$ cat src/design/mssdPkg.sv
`default_nettype none

package mssdPkg;

  // ********************
  // Sizes
  // ********************
  localparam int dataWidth        = 32;
  localparam int regCount         = 8;
  localparam int regIdxWidth      = 3;
  localparam int ipWidth          = 16;  // Counts in instructions
  localparam int immWidth         = 16;
  localparam int shiftWidth       = $clog2(dataWidth);
  localparam int insnBufDepth     = 4;   // Also the sender's initial credits
  localparam int insnPtrWidth     = $clog2(insnBufDepth);
  localparam int resultCredits    = 4;
  localparam int creditWidth      = $clog2(resultCredits + 1);
  localparam int resultQueueDepth = 2;
  localparam int queuePtrWidth    = $clog2(resultQueueDepth);

  typedef enum logic [3:0] {
    opAdd = 4'h0,
    opSub = 4'h1,
    opAnd = 4'h2,
    opXor = 4'h3,
    opShl = 4'h4,
    opShr = 4'h5,
    opAsr = 4'h6,
    opRol = 4'h7,
    opBts = 4'h8,
    opBtr = 4'h9,
    opBt  = 4'hA,
    opLdi = 4'hB,
    opJmp = 4'hC
  } mssdOpcode;

  // Same order as the jump condition table
  typedef enum logic [3:0] {
    condAlways = 4'h0,
    condBe     = 4'h1,
    condC      = 4'h2,
    condNc     = 4'h3,
    condZ      = 4'h4,
    condNz     = 4'h5,
    condA      = 4'h6,
    condNone7  = 4'h7,  // Never taken
    condG      = 4'h8,
    condGe     = 4'h9,
    condS      = 4'hA,
    condSe     = 4'hB,
    condN      = 4'hC,
    condV      = 4'hD,
    condNn     = 4'hE,
    condNv     = 4'hF
  } mssdCond;

  typedef struct packed {
    mssdOpcode              opcode;
    mssdCond                cond;
    logic [regIdxWidth-1:0] rd;
    logic [regIdxWidth-1:0] rs;
    logic                   useImm;
    logic                   flagWr;
    logic [immWidth-1:0]    imm;
  } mssdInsn;

  typedef struct packed {
    logic v;
    logic n;
    logic z;
    logic c;
  } mssdFlags;

  typedef struct packed {
    mssdOpcode              opcode;
    mssdCond                cond;
    logic [regIdxWidth-1:0] rd;
    logic [regIdxWidth-1:0] rs;
    logic                   useImm;
    logic                   flagWr;
    logic [dataWidth-1:0]   immExt;
    logic                   regWr;
  } mssdDecoded;

  typedef struct packed {
    logic [ipWidth-1:0]     ip;
    mssdOpcode              opcode;
    logic [regIdxWidth-1:0] rd;
    logic                   regWr;
    logic [dataWidth-1:0]   value;
    mssdFlags               flags;
    logic                   jumpTaken;
  } mssdResult;

endpackage

`default_nettype wire

$ cat src/design/mssdRegFile.sv
`timescale 1ns/100ps
`default_nettype none

module mssdRegFile (
  input  logic                            clkH,
  input  logic                            reset,
  input  logic [mssdPkg::regIdxWidth-1:0] rdIdx,
  input  logic [mssdPkg::regIdxWidth-1:0] rsIdx,
  input  logic [mssdPkg::regIdxWidth-1:0] wrIdx,
  input  logic                            wrEn,
  input  logic [mssdPkg::dataWidth-1:0]   wrData,
  output logic [mssdPkg::dataWidth-1:0]   rdData,
  output logic [mssdPkg::dataWidth-1:0]   rsData
);
  import mssdPkg::*;

  logic [dataWidth-1:0] regs [regCount];

  // Registers start at zero
  always_ff @(posedge clkH) begin
    if (reset) begin
      for (int i = 0; i < regCount; i++) begin
        regs[i] <= '0;
      end
    end else if (wrEn) begin
      regs[wrIdx] <= wrData;
    end
  end

  // Combinational reads
  assign rdData = regs[rdIdx];
  assign rsData = regs[rsIdx];

endmodule

`default_nettype wire

$ cat src/design/mssdDecode.sv
`timescale 1ns/100ps
`default_nettype none

module mssdDecode (
  input  logic                clkH,
  input  logic                reset,
  input  mssdPkg::mssdInsn    insn,
  input  logic                insnValid,
  input  logic                execHold,
  output logic                insnCredit,
  output mssdPkg::mssdDecoded decodedOp,
  output logic                decValid
);
  import mssdPkg::*;

  mssdInsn                 bufMem [insnBufDepth];
  logic [insnPtrWidth-1:0] wrPtr;
  logic [insnPtrWidth-1:0] rdPtr;
  logic [insnPtrWidth:0]   bufCount;
  logic                    bufEmpty;
  logic                    drain;
  mssdInsn                 headInsn;
  mssdDecoded              decNext;

  // ********************
  // Instruction buffer
  // ********************

  // Sender never exceeds its credits, so no full check here
  always_ff @(posedge clkH) begin
    if (insnValid) begin
      bufMem[wrPtr] <= insn;
    end
  end

  assign bufEmpty = (bufCount == '0);
  assign drain    = ~bufEmpty & ~execHold;
  assign headInsn = bufMem[rdPtr];

  always_ff @(posedge clkH) begin
    if (reset) begin
      wrPtr      <= '0;
      rdPtr      <= '0;
      bufCount   <= '0;
      insnCredit <= 1'b0;
    end else begin
      if (insnValid) begin
        wrPtr <= wrPtr + 1'b1;
      end
      if (drain) begin
        rdPtr <= rdPtr + 1'b1;
      end
      case ({insnValid, drain})
        2'b10:   bufCount <= bufCount + 1'b1;
        2'b01:   bufCount <= bufCount - 1'b1;
        default: bufCount <= bufCount;
      endcase
      insnCredit <= drain;  // One credit per word leaving the buffer
    end
  end

  // ********************
  // Decode register
  // ********************

  always_comb begin
    decNext.opcode = headInsn.opcode;
    decNext.cond   = headInsn.cond;
    decNext.rd     = headInsn.rd;
    decNext.rs     = headInsn.rs;
    decNext.useImm = headInsn.useImm;
    decNext.flagWr = headInsn.flagWr;
    decNext.immExt = {{(dataWidth - immWidth){headInsn.imm[immWidth-1]}}, headInsn.imm};
    // bt only tests, jmp only moves ip
    decNext.regWr  = !(headInsn.opcode inside {opBt, opJmp});
  end

  always_ff @(posedge clkH) begin
    if (reset) begin
      decValid <= 1'b0;
    end else if (!execHold) begin
      decValid <= ~bufEmpty;
    end
  end

  always_ff @(posedge clkH) begin
    if (drain) begin
      decodedOp <= decNext;
    end
  end

endmodule

`default_nettype wire

$ cat src/design/mssdExecute.sv
`timescale 1ns/100ps
`default_nettype none

module mssdExecute (
  input  logic                clkH,
  input  logic                reset,
  input  mssdPkg::mssdDecoded decodedOp,
  input  logic                decValid,
  input  logic                queueFull,
  output logic                execHold,
  output mssdPkg::mssdResult  resRec,
  output logic                resPush
);
  import mssdPkg::*;

  logic [dataWidth-1:0]    rdData;
  logic [dataWidth-1:0]    rsData;
  logic [dataWidth-1:0]    src;
  logic [dataWidth-1:0]    dst;
  logic [ipWidth-1:0]      ipReg;
  logic [ipWidth-1:0]      ipNext;
  logic [ipWidth-1:0]      jmpTarget;
  mssdFlags                flagsReg;
  mssdFlags                aluFlags;
  mssdFlags                flagsNext;
  logic [dataWidth-1:0]    aluValue;
  logic                    execValid;
  logic                    execLoad;
  logic                    jumpTaken;
  logic                    isSub;
  logic [dataWidth-1:0]    srcX;
  logic [dataWidth:0]      sumWide;
  logic                    sumOvf;
  logic [shiftWidth-1:0]   shCnt;
  logic                    shLeft;
  logic [shiftWidth:0]     shAmt;
  logic [2*dataWidth:0]    shSrc;
  logic [2*dataWidth:0]    shRes;
  logic                    shCarry;
  logic [dataWidth-1:0]    bitMask;
  logic                    oldBit;

  function automatic logic condHolds(input mssdCond cond, input mssdFlags fl);
    logic smaller;
    smaller = fl.n ^ fl.v;
    case (cond)
      condAlways: condHolds = 1'b1;
      condBe:     condHolds = fl.z | fl.c;
      condC:      condHolds = fl.c;
      condNc:     condHolds = ~fl.c;
      condZ:      condHolds = fl.z;
      condNz:     condHolds = ~fl.z;
      condA:      condHolds = ~fl.z & ~fl.c;
      condG:      condHolds = ~fl.z & ~smaller;
      condGe:     condHolds = fl.z | ~smaller;
      condS:      condHolds = smaller;
      condSe:     condHolds = fl.z | smaller;
      condN:      condHolds = fl.n;
      condV:      condHolds = fl.v;
      condNn:     condHolds = ~fl.n;
      condNv:     condHolds = ~fl.v;
      default:    condHolds = 1'b0;
    endcase
  endfunction

  mssdRegFile i_regFile (
    .clkH   (clkH),
    .reset  (reset),
    .rdIdx  (decodedOp.rd),
    .rsIdx  (decodedOp.rs),
    .wrIdx  (decodedOp.rd),
    .wrEn   (execLoad & decodedOp.regWr),
    .wrData (aluValue),
    .rdData (rdData),
    .rsData (rsData)
  );

  assign dst = rdData;
  assign src = decodedOp.useImm ? decodedOp.immExt : rsData;

  // ********************
  // Sum path
  // ********************
  assign isSub   = (decodedOp.opcode == opSub);
  assign srcX    = isSub ? ~src : src;
  assign sumWide = {1'b0, dst} + {1'b0, srcX} + {{dataWidth{1'b0}}, isSub};
  assign sumOvf  = (dst[dataWidth-1] == srcX[dataWidth-1]) &
                   (sumWide[dataWidth-1] != dst[dataWidth-1]);

  // ********************
  // Barrel shifter
  // ********************
  // Left shifts go right by width minus count; bit 0 catches the carry of right shifts
  assign shCnt  = src[shiftWidth-1:0];
  assign shLeft = (decodedOp.opcode == opShl) | (decodedOp.opcode == opRol);
  assign shAmt  = shLeft ? (shiftWidth + 1)'(dataWidth) - {1'b0, shCnt} : {1'b0, shCnt};

  always_comb begin
    case (decodedOp.opcode)
      opShl:   shSrc = {dst, {dataWidth{1'b0}}, 1'b0};
      opRol:   shSrc = {dst, dst, 1'b0};
      opAsr:   shSrc = {{dataWidth{dst[dataWidth-1]}}, dst, 1'b0};
      default: shSrc = {{dataWidth{1'b0}}, dst, 1'b0};
    endcase
    shRes = shSrc >> shAmt;
    case (decodedOp.opcode)
      opShl:   shCarry = shRes[dataWidth+1];
      opRol:   shCarry = shRes[1];  // Bit wrapped into bit 0
      default: shCarry = shRes[0];
    endcase
    shCarry = shCarry & (|shCnt);
  end

  assign bitMask = {{(dataWidth-1){1'b0}}, 1'b1} << shCnt;
  assign oldBit  = |(dst & bitMask);

  assign jmpTarget = ipReg + decodedOp.immExt[ipWidth-1:0];

  // ********************
  // Result select
  // ********************
  always_comb begin
    aluValue  = '0;
    aluFlags  = flagsReg;
    jumpTaken = 1'b0;
    case (decodedOp.opcode)
      opAdd, opSub: begin
        aluValue   = sumWide[dataWidth-1:0];
        aluFlags.c = sumWide[dataWidth] ^ isSub;  // Borrow on sub
        aluFlags.v = sumOvf;
      end
      opAnd, opXor: begin
        aluValue   = (decodedOp.opcode == opAnd) ? (dst & src) : (dst ^ src);
        aluFlags.c = 1'b0;
        aluFlags.v = 1'b0;
      end
      opShl, opShr, opAsr, opRol: begin
        aluValue   = shRes[dataWidth:1];
        aluFlags.c = shCarry;
        aluFlags.v = 1'b0;
      end
      opBts, opBtr, opBt: begin
        if (decodedOp.opcode == opBts) begin
          aluValue = dst | bitMask;
        end else if (decodedOp.opcode == opBtr) begin
          aluValue = dst & ~bitMask;
        end
        aluFlags = '{v: 1'b0, n: 1'b0, z: 1'b0, c: oldBit};
      end
      opLdi: aluValue = decodedOp.immExt;
      opJmp: begin
        jumpTaken = condHolds(decodedOp.cond, flagsReg);
        aluValue  = jumpTaken ? {{(dataWidth - ipWidth){1'b0}}, jmpTarget} : '0;
      end
      default: ;
    endcase
    if (decodedOp.regWr && !(decodedOp.opcode inside {opBts, opBtr})) begin
      aluFlags.z = (aluValue == '0);
      aluFlags.n = aluValue[dataWidth-1];
    end
  end

  assign flagsNext = decodedOp.flagWr ? aluFlags : flagsReg;
  assign ipNext    = jumpTaken ? jmpTarget : ipReg + 1'b1;

  // ********************
  // Stage register
  // ********************
  assign execHold = execValid & queueFull;
  assign resPush  = execValid & ~queueFull;
  assign execLoad = decValid & ~execHold;

  always_ff @(posedge clkH) begin
    if (reset) begin
      execValid <= 1'b0;
      ipReg     <= '0;
      flagsReg  <= '0;
    end else begin
      if (!execHold) begin
        execValid <= decValid;
      end
      if (execLoad) begin
        ipReg    <= ipNext;
        flagsReg <= flagsNext;
      end
    end
  end

  always_ff @(posedge clkH) begin
    if (execLoad) begin
      resRec <= '{ip: ipReg, opcode: decodedOp.opcode, rd: decodedOp.rd,
                  regWr: decodedOp.regWr, value: aluValue, flags: flagsNext,
                  jumpTaken: jumpTaken};
    end
  end

endmodule

`default_nettype wire

$ cat src/design/mssdResult.sv
`timescale 1ns/100ps
`default_nettype none

module mssdResult (
  input  logic               clkH,
  input  logic               reset,
  input  mssdPkg::mssdResult resRec,
  input  logic               resPush,
  input  logic               resultCredit,
  output logic               queueFull,
  output mssdPkg::mssdResult result,
  output logic               resultValid
);
  import mssdPkg::*;

  mssdResult                queueMem [resultQueueDepth];
  logic [queuePtrWidth-1:0] headPtr;
  logic [queuePtrWidth-1:0] tailPtr;
  logic [queuePtrWidth:0]   queueCount;
  logic [creditWidth-1:0]   creditCount;
  logic                     queueEmpty;
  logic                     haveCredit;
  logic                     bypass;
  logic                     store;
  logic                     popStored;

  assign queueEmpty = (queueCount == '0);
  assign queueFull  = (queueCount == (queuePtrWidth + 1)'(resultQueueDepth));
  assign haveCredit = (creditCount != '0);

  // Empty queue passes the new record straight through
  assign resultValid = haveCredit & (~queueEmpty | resPush);
  assign result      = queueEmpty ? resRec : queueMem[headPtr];
  assign bypass      = queueEmpty & resPush & haveCredit;
  assign store       = resPush & ~bypass;
  assign popStored   = resultValid & ~queueEmpty;

  always_ff @(posedge clkH) begin
    if (store) begin
      queueMem[tailPtr] <= resRec;
    end
  end

  always_ff @(posedge clkH) begin
    if (reset) begin
      headPtr     <= '0;
      tailPtr     <= '0;
      queueCount  <= '0;
      creditCount <= creditWidth'(resultCredits);
    end else begin
      if (store) begin
        tailPtr <= tailPtr + 1'b1;
      end
      if (popStored) begin
        headPtr <= headPtr + 1'b1;
      end
      case ({store, popStored})
        2'b10:   queueCount <= queueCount + 1'b1;
        2'b01:   queueCount <= queueCount - 1'b1;
        default: queueCount <= queueCount;
      endcase
      case ({resultCredit, resultValid})
        2'b10:   creditCount <= creditCount + 1'b1;
        2'b01:   creditCount <= creditCount - 1'b1;
        default: creditCount <= creditCount;  // Returned and spent together
      endcase
    end
  end

endmodule

`default_nettype wire

$ cat src/design/mssdCore.sv
`timescale 1ns/100ps
`default_nettype none

module mssdCore (
  input  logic               clkH,
  input  logic               reset,
  input  mssdPkg::mssdInsn   insn,
  input  logic               insnValid,
  input  logic               resultCredit,
  output logic               insnCredit,
  output mssdPkg::mssdResult result,
  output logic               resultValid
);

  // Stage to stage
  mssdPkg::mssdDecoded decodedOp;
  mssdPkg::mssdResult  resRec;
  logic                decValid;
  logic                execHold;
  logic                resPush;
  logic                queueFull;

  mssdDecode i_decode (
    .clkH       (clkH),
    .reset      (reset),
    .insn       (insn),
    .insnValid  (insnValid),
    .execHold   (execHold),
    .insnCredit (insnCredit),
    .decodedOp  (decodedOp),
    .decValid   (decValid)
  );

  mssdExecute i_execute (
    .clkH      (clkH),
    .reset     (reset),
    .decodedOp (decodedOp),
    .decValid  (decValid),
    .queueFull (queueFull),
    .execHold  (execHold),
    .resRec    (resRec),
    .resPush   (resPush)
  );

  mssdResult i_result (
    .clkH         (clkH),
    .reset        (reset),
    .resRec       (resRec),
    .resPush      (resPush),
    .resultCredit (resultCredit),
    .queueFull    (queueFull),
    .result       (result),
    .resultValid  (resultValid)
  );

endmodule

`default_nettype wire

$ cat config.mk
export PLATFORM = sky130hd
export DESIGN_NAME = mssdCore
export DESIGN_NICKNAME = d
export VERILOG_FILES = /design/src/design/mssdPkg.sv /design/src/design/mssdRegFile.sv /design/src/design/mssdDecode.sv /design/src/design/mssdExecute.sv /design/src/design/mssdResult.sv /design/src/design/mssdCore.sv
export SDC_FILE = /design/constraint.sdc
export NUM_CORES = 1
export LEC_CHECK = 0
export ABC_AREA = 1
export ABC_CLOCK_PERIOD_IN_PS = 3770
export BUFFER_PORTS_ARGS = -buffer_cell sky130_fd_sc_hd__buf_2
export CAP_MARGIN = 20
export CELL_PAD_IN_SITES_DETAIL_PLACEMENT = 0
export CELL_PAD_IN_SITES_GLOBAL_PLACEMENT = 1
export CORE_ASPECT_RATIO = 0.9
export CORE_MARGIN = 1.5
export CORE_UTILIZATION = 43
export DETAILED_ROUTE_END_ITERATION = 16
export PLACE_DENSITY = 0.85
export RECOVER_POWER = 100
export SYNTH_ARGS = -nofsm -noshare
export SYNTH_HDL_FRONTEND = slang
export SYNTH_HIERARCHICAL = 1
export SYNTH_SLANG_ARGS = --single-unit
$ cat constraint.sdc
create_clock -name clkH -period 3.77 [get_ports clkH]
set_clock_uncertainty 0.15 [all_clocks]
set_input_delay 0.377 -clock clkH [delete_from_list [all_inputs] [get_ports clkH]]
set_output_delay 0.377 -clock clkH [all_outputs]
set_load 0.05 [all_outputs]
==> flow_metrics.env, run 1 <==
export IMPL_critPathMaxStageDelay_ns=0.46
export IMPL_synth_edf_count=600
export IMPL_cp_num_buf_inv=7
export IMPL_yosys_warnings=6
export IMPL_slew_viol_final=61
export IMPL_cp_arrival_ns=4.78
export IMPL_ctsLongestPathBuffers=3
export IMPL_status="finished with violations"
export IMPL_drive_above_1_share_pct=22.86
export IMPL_drt_vias_per_instance=5.504
export IMPL_maxCapViolations=2
export IMPL_fp_dieH_um=296.2
export IMPL_syn_inst=5500
export IMPL_period_minus_slack_ns=4.340
export IMPL_hold_slack_ns=0.07159
export IMPL_ys_seq_area_share_pct=45.82
export IMPL_grt_overflow_total=0
export IMPL_fin_crit_sh_pct=115.1
export IMPL_cp_common_cell="nand2_1"
export IMPL_place_gp_congestion=1.014
export IMPL_cts_buffers_inserted=71
export IMPL_synth_seq_cells=640
export IMPL_worst_pin_slew_ns=2.176
export IMPL_core_um2=94650
export IMPL_wl_mm=157.7
export IMPL_final_setup_worst_slack_ns=-0.5701
export IMPL_nFillCells=8700
export IMPL_postRouteAntennaNets=0
export IMPL_antenna_found_initial=2
export IMPL_grt_max_degree=124
export IMPL_wire_per_inst_um=21.19
export IMPL_grt_total_usage_pct=31.56
export IMPL_io_pins=99
export IMPL_fp_dieW_um=328.8
export IMPL_cts_root_buf="clkbuf_16"
export IMPL_synth_main_ff_cell="edfxtp_1"
export IMPL_hpwlAfterDp_mm=110.0
export IMPL_synth_top_area_cell="edfxtp_1"
export IMPL_slew_headroom_pct=-45.60
export IMPL_startpoint_type="flop"
export IMPL_cts_tree="built"
export IMPL_port_buffers=98
export IMPL_syn_nets=5639
export IMPL_clk_pin_slew_ns=0.06
export IMPL_cp_top_family="simple AND/OR/NAND/NOR gates"
export IMPL_syn_avg_cell_area_um2=7.468
export IMPL_syn_cell_area_um2=41070
export IMPL_dr_first_iter_drc_count=4878
export IMPL_final_nets=6276
export IMPL_clk_latency_ns=0.69
export IMPL_rsz0062_at_grt="yes"
export IMPL_pre_cts_slack_ns=-0.9243
export IMPL_grt_pass1_wl_mm=232.2
export IMPL_path_class="reg2reg"
export IMPL_htreeDepth=3
export IMPL_synth_async_reset_ratio_pct=0
export IMPL_drc=0
export IMPL_path_max_fanout=8
export IMPL_setup_viol=295
export IMPL_slowest_stage="edfxtp_1"
export IMPL_grt_pass1_vias=37667
export IMPL_cts_num_sinks=640
export IMPL_critPathRequiredTime_ns=4.21
export IMPL_vias=40955
export IMPL_syn2layout_area_growth_pct=29.84
export IMPL_hold_violations=0
export IMPL_cp_end_kind="flop"
export IMPL_initial_core_util_pct=43.39
export IMPL_rows=107
export IMPL_hp_class="in2reg"
export IMPL_violations="max-capacitance violations, max-slew violations, negative setup slack"
export IMPL_synth_top_cell_area_share_pct=43.87
export IMPL_ys_types=50
export IMPL_dieArea_um2=97380
export IMPL_dr_pass1_iters=6
export IMPL_finalSetupTns_ns=-90.69
export IMPL_synth_area_top_cells="edfxtp_1 (44%), nand2_1 (17%), nand3_1 (9.1%), inv_1 (5.2%), nor2_1 (4.9%)"
export IMPL_max_freq_ghz=0.2304
export IMPL_reg2reg_slack_ns=-0.57
[worst register-to-register path: cells and delay by family, from the launching register on]
family                   cells  cell delay [ns]
buffers and inverters        7             0.91
AO/OA/AOI/OAI                5             0.66
XOR/XNOR                     1             0.18
adder cells (fa/ha/maj)      1             0.30
AND/OR/NAND/NOR             17             1.62
flip-flops                   1             0.46
[cell type report]
type	instances	area (um^2)	share of cell area (%)
clock inverter	37	461.7	0.8657
clock buffer	85	1839	3.449
timing repair buffer	878	7799	14.62
inverter	592	2326	4.361
sequential	640	18820	35.29
tap	1253	1568	2.940
multi-input combinational	3954	20510	38.46
antenna	2	5.005	0.009384
[Yosys cell counts (5+ instances only)]
cell and instances:
nand2_1 1818, nand3_1 747, edfxtp_1 600, inv_1 571, nor2_1 536, o21ai_0 272
a21oi_1 142, buf_2 131, ha_1 99, clkbuf_1 83, dfxtp_1 40, o21ai_1 40
buf_1 38, xnor2_1 38, buf_4 34, o22ai_1 32, nand4_1 31, buf_6 27
a211oi_1 22, o211ai_1 22, nor3_1 21, inv_2 18, xor2_1 12, a31oi_1 11
nand2_2 11, nand3b_1 11, o21bai_1 11, or2_2 10, a21o_1 8, nand2_4 8
a221oi_1 7, o221ai_1 7, nor4_1 5, o21a_1 5
[sequential cells by signal (all words and copies together) (netlist names), named ones only]
signal	flops
i_decode/bufCount	3
i_decode/bufMem	128
i_decode/decValid	1
i_decode/decodedOp	33
i_decode/insnCredit	1
i_decode/rdPtr	2
i_decode/wrPtr	2
i_execute/execValid	1
i_execute/flagsReg	4
i_execute/i_regFile/regs	256
i_execute/ipReg	16
i_execute/resRec	61
i_result/creditCount	3
i_result/headPtr	1
i_result/queueCount	2
i_result/queueMem	122
i_result/tailPtr	1
[stage by stage]
| step | area [um^2] | utilization, % | cells |
|---|---|---|---|
| final | 53330 | 56.34 | 7441 |
| after global routing | 53330 | 56.34 | 7439 |
| after CTS | 51940 | 54.88 | 7409 |
| after detailed placement | 47240 | 49.91 | 7195 |
| after global placement | 47240 | 49.91 | 7195 |
| after floorplan | 41110 | - | 5500 |
[logic make-up (layout without fill, tap and decap cells)]
| family | count (synthesis) | after routing | synth area share, % |
|---|---|---|---|
| AOI/OAI and AO/OA | 592 | 592 | 8.006 |
| and+or+nand+nor | 3209 | 3209 | 32.38 |
| buffers and inverters | 906 | 1592 | 9.517 |
| other | 0 | 2 | 0 |
| DFF | 640 | 640 | 45.82 |
| xor gates and xnor gates | 50 | 50 | 1.066 |
| adders and majority gates | 103 | 103 | 3.211 |
[cell usage in the layout, fill, tap and decap left out, types with 27 or more instances in the layout]
| cell | count |
|---|---|
| a21oi_1 | 108 |
| a21oi_2 | 29 |
| buf_12 | 71 |
| buf_4 | 568 |
| buf_6 | 51 |
| clkbuf_1 | 80 |
| clkbuf_16 | 76 |
| clkbuf_2 | 39 |
| dfxtp_1 | 38 |
| dlygate4sd3_1 | 34 |
| edfxtp_1 | 600 |
| ha_1 | 82 |
| inv_1 | 520 |
| inv_2 | 39 |
| nand2_1 | 1657 |
| nand2_2 | 143 |
| nand2_4 | 36 |
| nand3_1 | 645 |
| nand3_2 | 96 |
| nand4_1 | 31 |
| nor2_1 | 472 |
| nor2_2 | 50 |
| o21ai_0 | 261 |
| o21ai_1 | 27 |
| o22ai_1 | 31 |
[routing by layer]
| metal | track usage [%] | up-vias | routed length (um) |
|---|---|---|---|
| li1 | - | 19322 | - |
| met1 | 45.09 | 19336 | 67580 |
| met2 | 48.84 | 1964 | 69550 |
| met3 | 5.211 | 333 | 15100 |
| met4 | 9.779 | 0 | 5456 |
| met5 | 0 | - | 0 |
[repair_timing]
action | in CTS | in global routing
pin swaps | 112 | 125
setup endpoints to repair | 296 | 296
resized for setup | 380 | 308
endpoints found under the hold margin | 131 | 0
hold buffers | 34 | 0
gates cloned | 13 | 5
setup buffers | 46 | 26
[path summary, 6_finish.rpt]
kind / from / to / depth (start not counted)
setup / recovery: i_decode/decodedOp[35]$_DFFE_PP_ / i_execute/flagsReg[1]$_SDFFE_PP0P_ / 31
hold / removal: reset / i_decode/insnCredit$_SDFF_PP0_ / 3
setup reg to reg: i_decode/decodedOp[35]$_DFFE_PP_ / i_execute/flagsReg[1]$_SDFFE_PP0P_ / 31
hold reg to reg: i_execute/resRec[7]$_DFFE_PP_ / i_result/queueMem[1][7]$_DFFE_PP_ / 0
Power of run 1 is left out: the tool's default activity adds up to more than one toggle a clock period on the data nets, which glitch-free logic cannot reach.
==> inputs of run 2 (changes only) <==
CTS_BUF_LIST = sky130_fd_sc_hd__clkbuf_4 sky130_fd_sc_hd__clkbuf_8 sky130_fd_sc_hd__clkbuf_16   (was unset)
==> run 2 against run 1 <==
Net effect:
- highest routed layer unchanged
- the run still ends with max-capacitance violations, max-slew violations, negative setup slack left
- critical path depth did not move
- non-clock buffer count stayed put
- first-iteration DRC count increased by 1.5%
- wire length about the same
==> flow_metrics.env, run 2 (same netlist as run 1, synthesis figures left out) <==
export IMPL_status="finished with violations"
export IMPL_violations="max-capacitance violations, max-slew violations, negative setup slack"
export IMPL_ctsLongestPathBuffers=3
export IMPL_cts_num_sinks=640
export IMPL_drive_above_1_share_pct=23.07
export IMPL_vias=40989
export IMPL_maxCapViolations=2
export IMPL_antenna_found_initial=2
export IMPL_critPathMaxStageDelay_ns=0.46
export IMPL_slowest_stage="edfxtp_1"
export IMPL_top_usage_layer="met2"
export IMPL_fin_crit_sh_pct=115.1
export IMPL_final_nets=6276
export IMPL_drt_vias_per_instance=5.509
export IMPL_final_setup_worst_slack_ns=-0.5694
export IMPL_grtUsageMet2_pct=48.81
export IMPL_core_um2=94650
export IMPL_hold_violations=0
export IMPL_cts_root_buf="clkbuf_16"
export IMPL_placed_area_um2=47240
export IMPL_rows=107
export IMPL_wl_mm=157.7
export IMPL_grt_max_degree=124
export IMPL_htreeDepth=3
export IMPL_rsz0062_at_grt="yes"
export IMPL_grt_total_usage_pct=31.57
export IMPL_dr_pass1_iters=6
export IMPL_reg2reg_depth=31
export IMPL_path_max_fanout=8
export IMPL_max_freq_ghz=0.2304
export IMPL_grt_use_met1_pct=45.09
export IMPL_hold_depth=3
export IMPL_syn2layout_area_growth_pct=29.96
export IMPL_finalSetupTns_ns=-90.86
export IMPL_slew_viol_final=61
export IMPL_period_minus_slack_ns=4.339
export IMPL_cp_top_family="simple AND/OR/NAND/NOR gates"
export IMPL_most_common_layout_cells="nand2_1 (1657), nand3_1 (645), edfxtp_1 (600), buf_4 (568), inv_1 (520)"
export IMPL_hpwlAfterDp_mm=110.0
export IMPL_cts_buffers_inserted=71
export IMPL_cp_num_buf_inv=7
export IMPL_crit_cells=31
export IMPL_grt_pass1_vias=37668
export IMPL_worst_pin_slew_ns=2.160
export IMPL_initial_core_util_pct=43.39
export IMPL_clk_latency_ns=0.69
export IMPL_critPathRequiredTime_ns=4.21
export IMPL_place_gp_congestion=1.014
export IMPL_dr_first_iter_drc_count=4952
export IMPL_postLayoutCellArea_um2=53380
export IMPL_path_class="reg2reg"
export IMPL_cts_tree="built"
export IMPL_grt_pass1_wl_mm=232.2
export IMPL_io_pins=99
export IMPL_clk_pin_slew_ns=0.06
export IMPL_cp_arrival_ns=4.78
export IMPL_fp_dieW_um=328.8
export IMPL_cp_common_cell="nand2_1"
export IMPL_drc=0
export IMPL_largest_register_ffs=256
export IMPL_hp_class="in2reg"
export IMPL_postRouteAntennaNets=0
export IMPL_top_register="i_execute/i_regFile/regs"
export IMPL_grt_util_met3_pct=5.211
export IMPL_layout_commonest_cell="nand2_1"
export IMPL_grt_overflow_total=0
export IMPL_fp_dieH_um=296.2
export IMPL_largestRegisters="i_execute/i_regFile/regs: 256 flops, i_decode/bufMem: 128 flops, i_result/queueMem: 122 flops"
export IMPL_setup_viol=295
export IMPL_dieArea_um2=97380
export IMPL_startpoint_type="flop"
export IMPL_cp_end_kind="flop"
export IMPL_slew_headroom_pct=-44.55
export IMPL_wire_per_inst_um=21.20
export IMPL_port_buffers=98
export IMPL_hold_slack_ns=0.06878
==> run 2: cell types whose count changed in the layout (fill, tap and decap cells not counted) <==
cell,before,now
clkbuf_1,80,67
clkbuf_4,5,18
==> run 2: cell type report <==
class,instances,area [um^2]
fillers,8697,41270
inverters,592,2326
well taps,1253,1568
repair buffers,878,7799
clock inverters,37,461.7
diodes,2,5.005
multi-input cells,3954,20510
clock buffers,85,1888
flip-flops and latches,640,18820
==> run 2: worst reg2reg max path: cells and delay by family (launching register included) <==
| kind | cells | cell delay [ns] |
|---|---|---|
| simple gates | 17 | 1.61 |
| buf+inv | 7 | 0.91 |
| compound gates | 5 | 0.66 |
| flops | 1 | 0.46 |
| fa+ha+maj | 1 | 0.34 |
| xor+xnor | 1 | 0.14 |
==> run 2: through the flow <==
step                      utilization (%)  setup WS, ns  std cells
after CTS                           54.93       -0.4427       7409
after detailed placement            49.91       -0.9243       7195
after floorplan                         -      -0.01006       5500
after global routing                56.39       -0.8230       7439
final                               56.40       -0.5694       7441
after global placement              49.91       -0.9107       7195
==> run 2: layer usage <==
| layer | wire length, um | share of wire (%) |
|---|---|---|
| met3 | 15520 | 9.8 |
| met5 | 0 | 0 |
| met2 | 69670 | 44 |
| met4 | 5318 | 3.4 |
| met1 | 67220 | 43 |
==> run 2: what timing repair did <==
action                                  CTS  global route
gates resized for setup                 380           308
gates cloned                             13             5
pin swaps                               112           125
endpoints found under the setup margin  296           296
endpoints found under the hold margin   131             0
buffers inserted                         46            26
hold buffers                             34             0
==> run 2: path summary, 6_finish.rpt <==
kind / slack, ns / from / end
worst max-delay path: -0.57 / i_decode/decodedOp[35]$_DFFE_PP_ / i_execute/flagsReg[1]$_SDFFE_PP0P_
worst min-delay path: 0.07 / reset / i_decode/insnCredit$_SDFF_PP0_
worst max register to register: -0.57 / i_decode/decodedOp[35]$_DFFE_PP_ / i_execute/flagsReg[1]$_SDFFE_PP0P_
worst min register to register: 0.32 / i_execute/resRec[12]$_DFFE_PP_ / i_result/queueMem[0][12]$_DFFE_PP_
Power of run 2 is left out for the same reason.
